===== src/source/datapath_cfg.svh =====
// widths and depths for the bus datapath; register index and immediate widths must fit a 32-bit word
`ifndef DATAPATH_CFG_SVH
`define DATAPATH_CFG_SVH

`define DATA_WIDTH 32     // bus and register width
`define REG_COUNT 16      // R0 always reads zero
`define REG_IDX_WIDTH 4   // log2 of REG_COUNT
`define OPCODE_WIDTH 5
`define IMM_WIDTH 19      // I-format immediate field

// queue depth, equal to the sender's starting credits
`define INSTR_CREDITS 4

`endif


===== src/source/isaPkg.sv =====
// instruction set types; any opcode value outside the enum is treated as illegal by the decoder
`include "datapath_cfg.svh"

package isaPkg;

    typedef enum logic [`OPCODE_WIDTH-1:0] {
        ADD  = 5'd0,
        SUB  = 5'd1,
        AND  = 5'd2,
        OR   = 5'd3,
        XOR  = 5'd4,
        SHL  = 5'd5,
        SHR  = 5'd6,  // logical
        ADDI = 5'd7,  // immediate is sign-extended
        ORI  = 5'd8   // immediate is zero-extended
    } opcodeT;

    // register-register format
    typedef struct packed {
        opcodeT                    op;
        logic [`REG_IDX_WIDTH-1:0] ra;      // destination
        logic [`REG_IDX_WIDTH-1:0] rb;
        logic [`REG_IDX_WIDTH-1:0] rc;
        logic [14:0]               unused;
    } rFormatT;

    // register-immediate format
    typedef struct packed {
        opcodeT                    op;
        logic [`REG_IDX_WIDTH-1:0] ra;
        logic [`REG_IDX_WIDTH-1:0] rb;
        logic [`IMM_WIDTH-1:0]     imm;
    } iFormatT;

    // one 32-bit word, read as either format
    typedef union packed {
        rFormatT r;
        iFormatT i;
    } instrT;

endpackage


===== src/source/datapathPkg.sv =====
// datapath control and port types; instruction encodings come from isaPkg, which compiles first
`include "datapath_cfg.svh"

package datapathPkg;

    // owner of the shared internal bus
    typedef enum logic [1:0] {
        NONE      = 2'd0,
        REGFILE   = 2'd1,
        IMMEDIATE = 2'd2,
        ALURESULT = 2'd3
    } busSourceT;

    // one control step, as issued by the sequencer each cycle
    typedef struct packed {
        busSourceT                 busSource;
        logic [`REG_IDX_WIDTH-1:0] regSelect;  // read and write index
        logic                      regWrite;
        logic                      yLoad;
        logic                      zLoad;
        isaPkg::opcodeT            aluOp;
        logic                      immSigned;  // sign-extend the immediate when set
    } ctrlT;

    // credit-based instruction port, no ready
    typedef struct packed {
        logic          valid;
        isaPkg::instrT instr;
    } instrInT;

    // retirement report, one cycle per instruction
    typedef struct packed {
        logic                      valid;
        logic                      illegal;
        logic [`REG_IDX_WIDTH-1:0] dest;
        logic [`DATA_WIDTH-1:0]    value;
    } writebackT;

endpackage


===== src/source/instrQueue.sv =====
// instruction FIFO; the sender must hold a credit per push, so a push into a full queue is not checked
`timescale 1ns/1ns
`include "datapath_cfg.svh"

module instrQueue (
    input  logic                 Clock,
    input  logic                 rstN,
    input  datapathPkg::instrInT instrIn,
    input  logic                 pop,
    output isaPkg::instrT        head,
    output logic                 notEmpty,
    output logic                 creditReturn
);

    localparam int DEPTH = `INSTR_CREDITS;
    localparam int PTR_W = $clog2(DEPTH);

    isaPkg::instrT    entries [DEPTH];
    logic [PTR_W-1:0] wrPtr;
    logic [PTR_W-1:0] rdPtr;
    logic [PTR_W:0]   count;  // one extra bit to hold DEPTH
    logic             doPop;

    function automatic logic [PTR_W-1:0] nextPtr(input logic [PTR_W-1:0] ptr);
        return (ptr == PTR_W'(DEPTH - 1)) ? '0 : ptr + 1'b1;
    endfunction

    assign notEmpty = (count != '0);
    assign doPop    = pop && notEmpty;
    assign head     = entries[rdPtr];

    always_ff @(posedge Clock) begin
        if (instrIn.valid) entries[wrPtr] <= instrIn.instr;
    end

    always_ff @(posedge Clock or negedge rstN) begin
        if (!rstN) begin
            wrPtr        <= '0;
            rdPtr        <= '0;
            count        <= '0;
            creditReturn <= 1'b0;
        end else begin
            if (instrIn.valid) wrPtr <= nextPtr(wrPtr);
            if (doPop) rdPtr <= nextPtr(rdPtr);
            case ({instrIn.valid, doPop})
                2'b10:   count <= count + 1'b1;
                2'b01:   count <= count - 1'b1;
                default: count <= count;  // push and pop together, or idle
            endcase
            creditReturn <= doPop;  // one credit back per popped entry
        end
    end

endmodule


===== src/source/controlSequencer.sv =====
// four-step sequencer, one instruction every 4 cycles; unknown opcodes retire flagged with no write
`timescale 1ns/1ns
`include "datapath_cfg.svh"

module controlSequencer (
    input  logic                   Clock,
    input  logic                   rstN,
    input  isaPkg::instrT          head,
    input  logic                   notEmpty,
    input  logic [`DATA_WIDTH-1:0] zValue,
    output logic                   pop,
    output datapathPkg::ctrlT      ctrl,
    output logic [`IMM_WIDTH-1:0]  immField,
    output datapathPkg::writebackT writeback
);

    typedef enum logic [1:0] {
        FETCH     = 2'd0,
        OPERANDA  = 2'd1,
        OPERANDB  = 2'd2,
        WRITEBACK = 2'd3
    } stepT;

    stepT          step;
    isaPkg::instrT instrReg;
    logic          isImm;
    logic          illegal;

    // R and I formats share the op field, so read it through either view
    always_comb begin
        isImm   = 1'b0;
        illegal = 1'b0;
        case (instrReg.r.op)
            isaPkg::ADD, isaPkg::SUB, isaPkg::AND, isaPkg::OR,
            isaPkg::XOR, isaPkg::SHL, isaPkg::SHR: isImm = 1'b0;
            isaPkg::ADDI, isaPkg::ORI:             isImm = 1'b1;
            default:                               illegal = 1'b1;
        endcase
    end

    assign pop      = (step == FETCH) && notEmpty;
    assign immField = instrReg.i.imm;

    // control word for the current step
    always_comb begin
        ctrl = '0;  // bus idle, no loads
        case (step)
            OPERANDA: begin
                ctrl.busSource = datapathPkg::REGFILE;
                ctrl.regSelect = instrReg.r.rb;
                ctrl.yLoad     = 1'b1;
            end
            OPERANDB: begin
                if (isImm) begin
                    ctrl.busSource = datapathPkg::IMMEDIATE;
                    ctrl.immSigned = (instrReg.i.op == isaPkg::ADDI);
                end else begin
                    ctrl.busSource = datapathPkg::REGFILE;
                    ctrl.regSelect = instrReg.r.rc;
                end
                ctrl.zLoad = 1'b1;
                ctrl.aluOp = instrReg.r.op;
            end
            WRITEBACK: begin
                ctrl.busSource = datapathPkg::ALURESULT;
                ctrl.regSelect = instrReg.r.ra;
                ctrl.regWrite  = !illegal;
            end
            default: ;  // FETCH leaves the bus to nobody
        endcase
    end

    always_ff @(posedge Clock) begin
        if (pop) instrReg <= head;
    end

    always_ff @(posedge Clock or negedge rstN) begin
        if (!rstN) begin
            step      <= FETCH;
            writeback <= '0;
        end else begin
            case (step)
                FETCH:     if (notEmpty) step <= OPERANDA;  // wait here for work
                OPERANDA:  step <= OPERANDB;
                OPERANDB:  step <= WRITEBACK;
                WRITEBACK: step <= FETCH;
                default:   step <= FETCH;
            endcase
            // report goes out the cycle after WRITEBACK
            writeback.valid <= (step == WRITEBACK);
            if (step == WRITEBACK) begin
                writeback.illegal <= illegal;
                writeback.dest    <= instrReg.r.ra;
                writeback.value   <= zValue;
            end
        end
    end

endmodule


===== src/source/busArbiter.sv =====
// shared bus mux, one owner per cycle as named by the control step; an unowned bus reads zero
`timescale 1ns/1ns
`include "datapath_cfg.svh"

module busArbiter (
    input  datapathPkg::ctrlT      ctrl,
    input  logic [`DATA_WIDTH-1:0] regData,
    input  logic [`IMM_WIDTH-1:0]  immField,
    input  logic [`DATA_WIDTH-1:0] zValue,
    output logic [`DATA_WIDTH-1:0] busWord
);

    localparam int EXT_W = `DATA_WIDTH - `IMM_WIDTH;

    logic [`DATA_WIDTH-1:0] immExt;

    // ADDI wants the sign, ORI wants zeros
    assign immExt = ctrl.immSigned ? {{EXT_W{immField[`IMM_WIDTH-1]}}, immField}
                                   : {{EXT_W{1'b0}}, immField};

    always_comb begin
        case (ctrl.busSource)
            datapathPkg::REGFILE:   busWord = regData;
            datapathPkg::IMMEDIATE: busWord = immExt;
            datapathPkg::ALURESULT: busWord = zValue;
            default:                busWord = '0;  // NONE
        endcase
    end

endmodule


===== src/source/registerFile.sv =====
// register file with one asynchronous read and one bus-fed write; R0 is hardwired to zero
`timescale 1ns/1ns
`include "datapath_cfg.svh"

module registerFile (
    input  logic                   Clock,
    input  logic                   rstN,
    input  datapathPkg::ctrlT      ctrl,
    input  logic [`DATA_WIDTH-1:0] busWord,
    output logic [`DATA_WIDTH-1:0] regData
);

    logic [`DATA_WIDTH-1:0] regs [`REG_COUNT];
    logic                   selZero;

    assign selZero = (ctrl.regSelect == '0);

    // read port, R0 forced low whatever the array holds
    assign regData = selZero ? '0 : regs[ctrl.regSelect];

    always_ff @(posedge Clock or negedge rstN) begin
        if (!rstN) begin
            for (int i = 0; i < `REG_COUNT; i++) begin
                regs[i] <= '0;
            end
        end else if (ctrl.regWrite && !selZero) begin
            regs[ctrl.regSelect] <= busWord;  // writes to R0 are dropped
        end
    end

endmodule


===== src/source/aluUnit.sv =====
// Y operand and Z result registers around the ALU; shifts use bits 4:0 of the bus operand only
`timescale 1ns/1ns
`include "datapath_cfg.svh"

module aluUnit (
    input  logic                   Clock,
    input  logic                   rstN,
    input  datapathPkg::ctrlT      ctrl,
    input  logic [`DATA_WIDTH-1:0] busWord,
    output logic [`DATA_WIDTH-1:0] zValue
);

    logic [`DATA_WIDTH-1:0] yReg;
    logic [`DATA_WIDTH-1:0] zReg;
    logic [`DATA_WIDTH-1:0] result;
    logic [4:0]             shamt;

    assign shamt  = busWord[4:0];
    assign zValue = zReg;

    // Y is the first operand, the bus the second
    always_comb begin
        case (ctrl.aluOp)
            isaPkg::ADD:  result = yReg + busWord;
            isaPkg::SUB:  result = yReg - busWord;
            isaPkg::AND:  result = yReg & busWord;
            isaPkg::OR:   result = yReg | busWord;
            isaPkg::XOR:  result = yReg ^ busWord;
            isaPkg::SHL:  result = yReg << shamt;
            isaPkg::SHR:  result = yReg >> shamt;  // zero fill
            isaPkg::ADDI: result = yReg + busWord;
            isaPkg::ORI:  result = yReg | busWord;
            default:      result = '0;  // illegal op leaves a zero result
        endcase
    end

    always_ff @(posedge Clock or negedge rstN) begin
        if (!rstN) begin
            yReg <= '0;
            zReg <= '0;
        end else begin
            if (ctrl.yLoad) yReg <= busWord;
            if (ctrl.zLoad) zReg <= result;
        end
    end

endmodule


===== src/source/dataPath.sv =====
// datapath top; the sender must follow the credit rule, and the writeback port cannot stall
`timescale 1ns/1ns
`include "datapath_cfg.svh"

module dataPath (
    input  logic                   Clock,
    input  logic                   rstN,
    input  datapathPkg::instrInT   instrIn,
    output logic                   creditReturn,
    output datapathPkg::writebackT writeback
);

    isaPkg::instrT          queueHead;
    logic                   queueNotEmpty;
    logic                   pop;
    datapathPkg::ctrlT      ctrl;      // fanned out to arbiter and peers
    logic [`IMM_WIDTH-1:0]  immField;
    logic [`DATA_WIDTH-1:0] regData;
    logic [`DATA_WIDTH-1:0] zValue;
    logic [`DATA_WIDTH-1:0] busWord;   // the shared internal bus

    instrQueue i_instrQueue (
        .Clock        (Clock),
        .rstN         (rstN),
        .instrIn      (instrIn),
        .pop          (pop),
        .head         (queueHead),
        .notEmpty     (queueNotEmpty),
        .creditReturn (creditReturn)
    );

    controlSequencer i_controlSequencer (
        .Clock     (Clock),
        .rstN      (rstN),
        .head      (queueHead),
        .notEmpty  (queueNotEmpty),
        .zValue    (zValue),
        .pop       (pop),
        .ctrl      (ctrl),
        .immField  (immField),
        .writeback (writeback)
    );

    busArbiter i_busArbiter (
        .ctrl     (ctrl),
        .regData  (regData),
        .immField (immField),
        .zValue   (zValue),
        .busWord  (busWord)
    );

    registerFile i_registerFile (
        .Clock   (Clock),
        .rstN    (rstN),
        .ctrl    (ctrl),
        .busWord (busWord),
        .regData (regData)
    );

    aluUnit i_aluUnit (
        .Clock   (Clock),
        .rstN    (rstN),
        .ctrl    (ctrl),
        .busWord (busWord),
        .zValue  (zValue)
    );

endmodule


===== config.mk =====
export PLATFORM = sky130hd
export DESIGN_NAME = dataPath
export DESIGN_NICKNAME = d
export VERILOG_FILES = /design/src/source/isaPkg.sv /design/src/source/datapathPkg.sv /design/src/source/instrQueue.sv /design/src/source/controlSequencer.sv /design/src/source/busArbiter.sv /design/src/source/registerFile.sv /design/src/source/aluUnit.sv /design/src/source/dataPath.sv
export VERILOG_INCLUDE_DIRS = /design/src /design/src/source
export SDC_FILE = /design/constraint.sdc
export NUM_CORES = 2
export LEC_CHECK = 0
export ABC_AREA = 1
export BUFFER_PORTS_ARGS = -buffer_cell sky130_fd_sc_hd__clkbuf_2
export CAP_MARGIN = 20
export CORE_UTILIZATION = 34
export CTS_BUF_LIST = sky130_fd_sc_hd__clkbuf_16
export CTS_CLUSTER_DIAMETER = 150
export CTS_CLUSTER_SIZE = 24
export DETAILED_ROUTE_END_ITERATION = 7
export HOLD_SLACK_MARGIN = 0.12
export PLACE_DENSITY = 0.47
export SETUP_SLACK_MARGIN = 0.15
export SLEW_MARGIN = 20
export SYNTH_ARGS = -nofsm -noshare
export SYNTH_HDL_FRONTEND = slang
export SYNTH_HIERARCHICAL = 1
export SYNTH_SLANG_ARGS = --single-unit

===== constraint.sdc =====
create_clock -name Clock -period 7 [get_ports Clock]
set_input_delay 1.4 -clock Clock [delete_from_list [all_inputs] [get_ports Clock]]
set_output_delay 1.4 -clock Clock [all_outputs]
set_load 0.05 [all_outputs]

==> results.json <==
{
  "status": "finished clean",
  "clk_latency_ps": 670,
  "ant_nets": 0,
  "power_switching_uw": 13300,
  "syn-cell-area_mm2": 0.0435,
  "synth_cells": 5928,
  "synth-async-reset-ratio_pct": 79.6,
  "fin_crit_sh_pct": 91.3,
  "grt_first_pass_wirelength_um": 240000,
  "finalSetupViolCount": 0,
  "fin_util_pct": 36.7,
  "slowest_stage": "o21ai_0",
  "seqPwrFrac_pct": 27.7,
  "holdWs_ps": 384,
  "timing.rr.start": "i_controlSequencer/step[1]$_DFFE_PN0P_",
  "clk_pin_slew_ps": 110,
  "syn2layout_area_growth_pct": 6.48,
  "hold_start": "i_registerFile/regs[487]$_DFFE_PN0P_",
  "path_buf_inv": 6,
  "clkPwrFrac_pct": 11.5,
  "mappedNetlistNets": 6079,
  "cp_max_fo": 91,
  "clockBufferDepth": 3,
  "fillers": 13600,
  "final.min_clock_period_ps": 6390,
  "min_path_type": "flip-flop to flip-flop",
  "r2r_slack_ps": 610,
  "wirelength_um": 160000,
  "cts_buffers": 40,
  "drt_iter0_drc": 3456,
  "cp.arrival_ps": 6940,
  "die_area_mm2": 0.129,
  "cp_slowest_stage_delay_ps": 580,
  "antenna_found_initial": 1,
  "ctsRootBufferMaster": "clkbuf_16",
  "synth-seq-area-share_pct": 47.0,
  "cts-htree-levels": 2,
  "required_ps": 7550,
  "drt_first_pass_iters": 7,
  "track_usage_pct": 24.5,
  "rr_worst_depth": 33,
  "rsz0062_at_grt": "no",
  "grt-ovfl-total": 0,
  "cp-end-kind": "flip-flop",
  "synth_edf_count": 160,
  "hold_depth": 0,
  "worstHoldEndpoint": "i_registerFile/regs[487]$_DFFE_PN0P_",
  "most-common-layout-cells": "2,517 x nand2_1, 623 x dfrtp_1, 461 x nor2_1, 408 x nand3_1, 329 x inv_1",
  "crit_top_cell": "nand2_1",
  "crit_path_start_kind": "flip-flop",
  "fin_skew_ps": 49.9,
  "clock_sink_count": 784,
  "timing_hold_violations_final": 0,
  "grt_pass1_vias": 35400,
  "syn_avg_cell_area_um2": 7.33,
  "relSlewSlack_pct": 26.1,
  "vias": 37700,
  "core_mm2": 0.126,
  "p_int_uw": 10600,
  "ys.flop_type": "dfrtp_1",
  "gp_congestion": 0.990,
  "io_buffer_count": 73,
  "wl_per_cell_um": 21.6,
  "start_util_pct": 34.4,
  "p_leak_uw": 0.0232,
  "synth_seq_cells": 784,
  "final_common_cell": "nand2_1",
  "drt-vias-per-instance": 5.08,
  "drive_above_1_share_pct": 5.53,
  "multiInputGateArea_mm2": 0.0200,
  "worst_pin_slew_ps": 1110,
  "maxCapViolCount": 0,
  "fp.dieW_um": 360,
  "switching_share_pct": 55.6,
  "synthDistinctLibCells": 49,
  "maxClockFrequency_mhz": 157,
  "finalMaxSlewViolations": 0,
  "dp_hpwl_um": 107000,
  "combPwrFrac_pct": 60.9,
  "drcViolationCount": 0,
  "io_pins": 74,
  "yosysWarnings": 6,
  "cts_tree": "yes",
  "tns_ps": 0,
  "regArea_mm2": 0.0204,
  "fin_nets": 5900,
  "cp.depth": 33,
  "critPathTopFamily": "simple AND/OR/NAND/NOR gates",
  "rows": 130,
  "p_per_area_mw_per_mm2": 516,
  "die_h_um": 360,
  "critPathKind": "flip-flop to flip-flop",
  "rr_endpoint": "i_aluUnit/zValue[18]$_DFFE_PN0P_",
  "ir_drop_mv": 0.344,
  "p_total_uw": 23900,
  "grt_max_degree": 143
}
cell families after synthesis:
group	after synthesis	synth area share, %
flops	784	47.0
xor+xnor	31	0.625
compound gates	732	9.00
fa+ha+maj	116	3.37
buf+inv	740	7.30
simple gates	3525	32.7
area by class of cell:
type / instances / area share [%]
timing repair buffer: 178 / 2.92
tap: 1650 / 4.46
clock inverter: 15 / 0.257
clock buffer: 42 / 2.27
inverter: 341 / 2.79
antenna: 3 / 0.0162
multi-input combinational: 4404 / 43.2
sequential: 784 / 44.1
registers in the layout, summed over array words and instances (netlist names):
name                          count
i_instrQueue/entries            128
i_aluUnit/yReg                   32
i_controlSequencer/step           2
i_aluUnit/zValue                 32
i_registerFile/regs             512
i_controlSequencer/writeback     38
i_controlSequencer/instrReg      32
i_instrQueue/creditReturn         1
i_instrQueue/rdPtr                2
i_instrQueue/wrPtr                2
i_instrQueue/count                3
Yosys cell counts, types with 2 or more instances:
| cell type | number | area share (%) |
|---|---|---|
| nand3b_1 | 12 | 0.21 |
| or2_2 | 8 | 0.12 |
| nand2_2 | 12 | 0.17 |
| o21bai_1 | 5 | 0.086 |
| inv_1 | 322 | 2.8 |
| nor3_2 | 2 | 0.046 |
| buf_4 | 38 | 0.66 |
| o21ai_0 | 279 | 3.2 |
| o2111ai_1 | 3 | 0.060 |
| o211ai_1 | 73 | 1.3 |
| o21a_1 | 5 | 0.086 |
| nand4_1 | 40 | 0.58 |
| inv_2 | 18 | 0.16 |
| o21ai_1 | 43 | 0.49 |
| and2_1 | 7 | 0.10 |
| nor2_2 | 11 | 0.16 |
| clkbuf_1 | 160 | 1.4 |
| buf_6 | 4 | 0.10 |
| xnor2_1 | 3 | 0.060 |
| ha_1 | 114 | 3.3 |
| fa_1 | 2 | 0.092 |
| nand3_4 | 2 | 0.081 |
| nor2_1 | 461 | 4.0 |
| or2_1 | 4 | 0.058 |
| edfxtp_1 | 160 | 11 |
| a21oi_1 | 316 | 3.6 |
| buf_2 | 177 | 2.0 |
| or2_0 | 2 | 0.029 |
| xor2_1 | 28 | 0.56 |
| a211oi_1 | 2 | 0.035 |
| nor3_1 | 9 | 0.10 |
| nand2_1 | 2519 | 22 |
| nor2_4 | 14 | 0.36 |
| buf_1 | 20 | 0.17 |
| nand3_2 | 4 | 0.092 |
| dfrtp_1 | 624 | 36 |
| a21oi_2 | 2 | 0.040 |
| nand3_1 | 412 | 4.7 |
through the flow:
step	instances	instance area, um^2	setup WS, ps
after floorplan	5928	43500	2000
after global placement	7355	45100	685
after detailed placement	7355	45100	641
after CTS	7412	46200	627
after global routing	7414	46300	269
final	7417	46300	611
routing by layer:
layer,vias up,GRT usage [%],share of wire (%),wire length (um)
met3,201,3.68,6.1,9800
met2,1022,37.5,44,69700
met1,18000,35.5,47,75200
li1,18400,-,-,-
met4,0,7.59,3.4,5520
met5,-,0,0,0
power by group through the flow:
stage | Sequential (uW) | Combinational [uW] | Clock, uW
3_3_place_gp | 6680 | 14400 | 0
3_5_place_dp | 6690 | 14300 | 0
6_report | 6610 | 14600 | 2740
4_1_cts | 6590 | 14400 | 2850
5_1_grt | 6710 | 15900 | 2990
2_1_floorplan | 6560 | 9150 | 0
worst max-delay path by stage:
stage / slack [ps] / end / startpoint
detailed placement: 640 / i_aluUnit/zValue[15]$_DFFE_PN0P_ / i_controlSequencer/step[1]$_DFFE_PN0P_
global route: 270 / i_aluUnit/zValue[9]$_DFFE_PN0P_ / i_controlSequencer/step[1]$_DFFE_PN0P_
CTS: 630 / i_aluUnit/zValue[15]$_DFFE_PN0P_ / i_controlSequencer/step[1]$_DFFE_PN0P_
finish: 610 / i_aluUnit/zValue[18]$_DFFE_PN0P_ / i_controlSequencer/step[1]$_DFFE_PN0P_
floorplan: 2000 / i_aluUnit/zValue[25]$_DFFE_PN0P_ / i_controlSequencer/step[0]$_DFFE_PN0P_
global placement: 690 / i_aluUnit/zValue[15]$_DFFE_PN0P_ / i_controlSequencer/step[1]$_DFFE_PN0P_
what timing repair did:
item,in CTS,in global routing
gates resized for setup,0,1
hold buffers,0,0
setup buffers,0,0
setup endpoints to repair,0,1
Note: power is estimated with default switching activity, not from simulation.
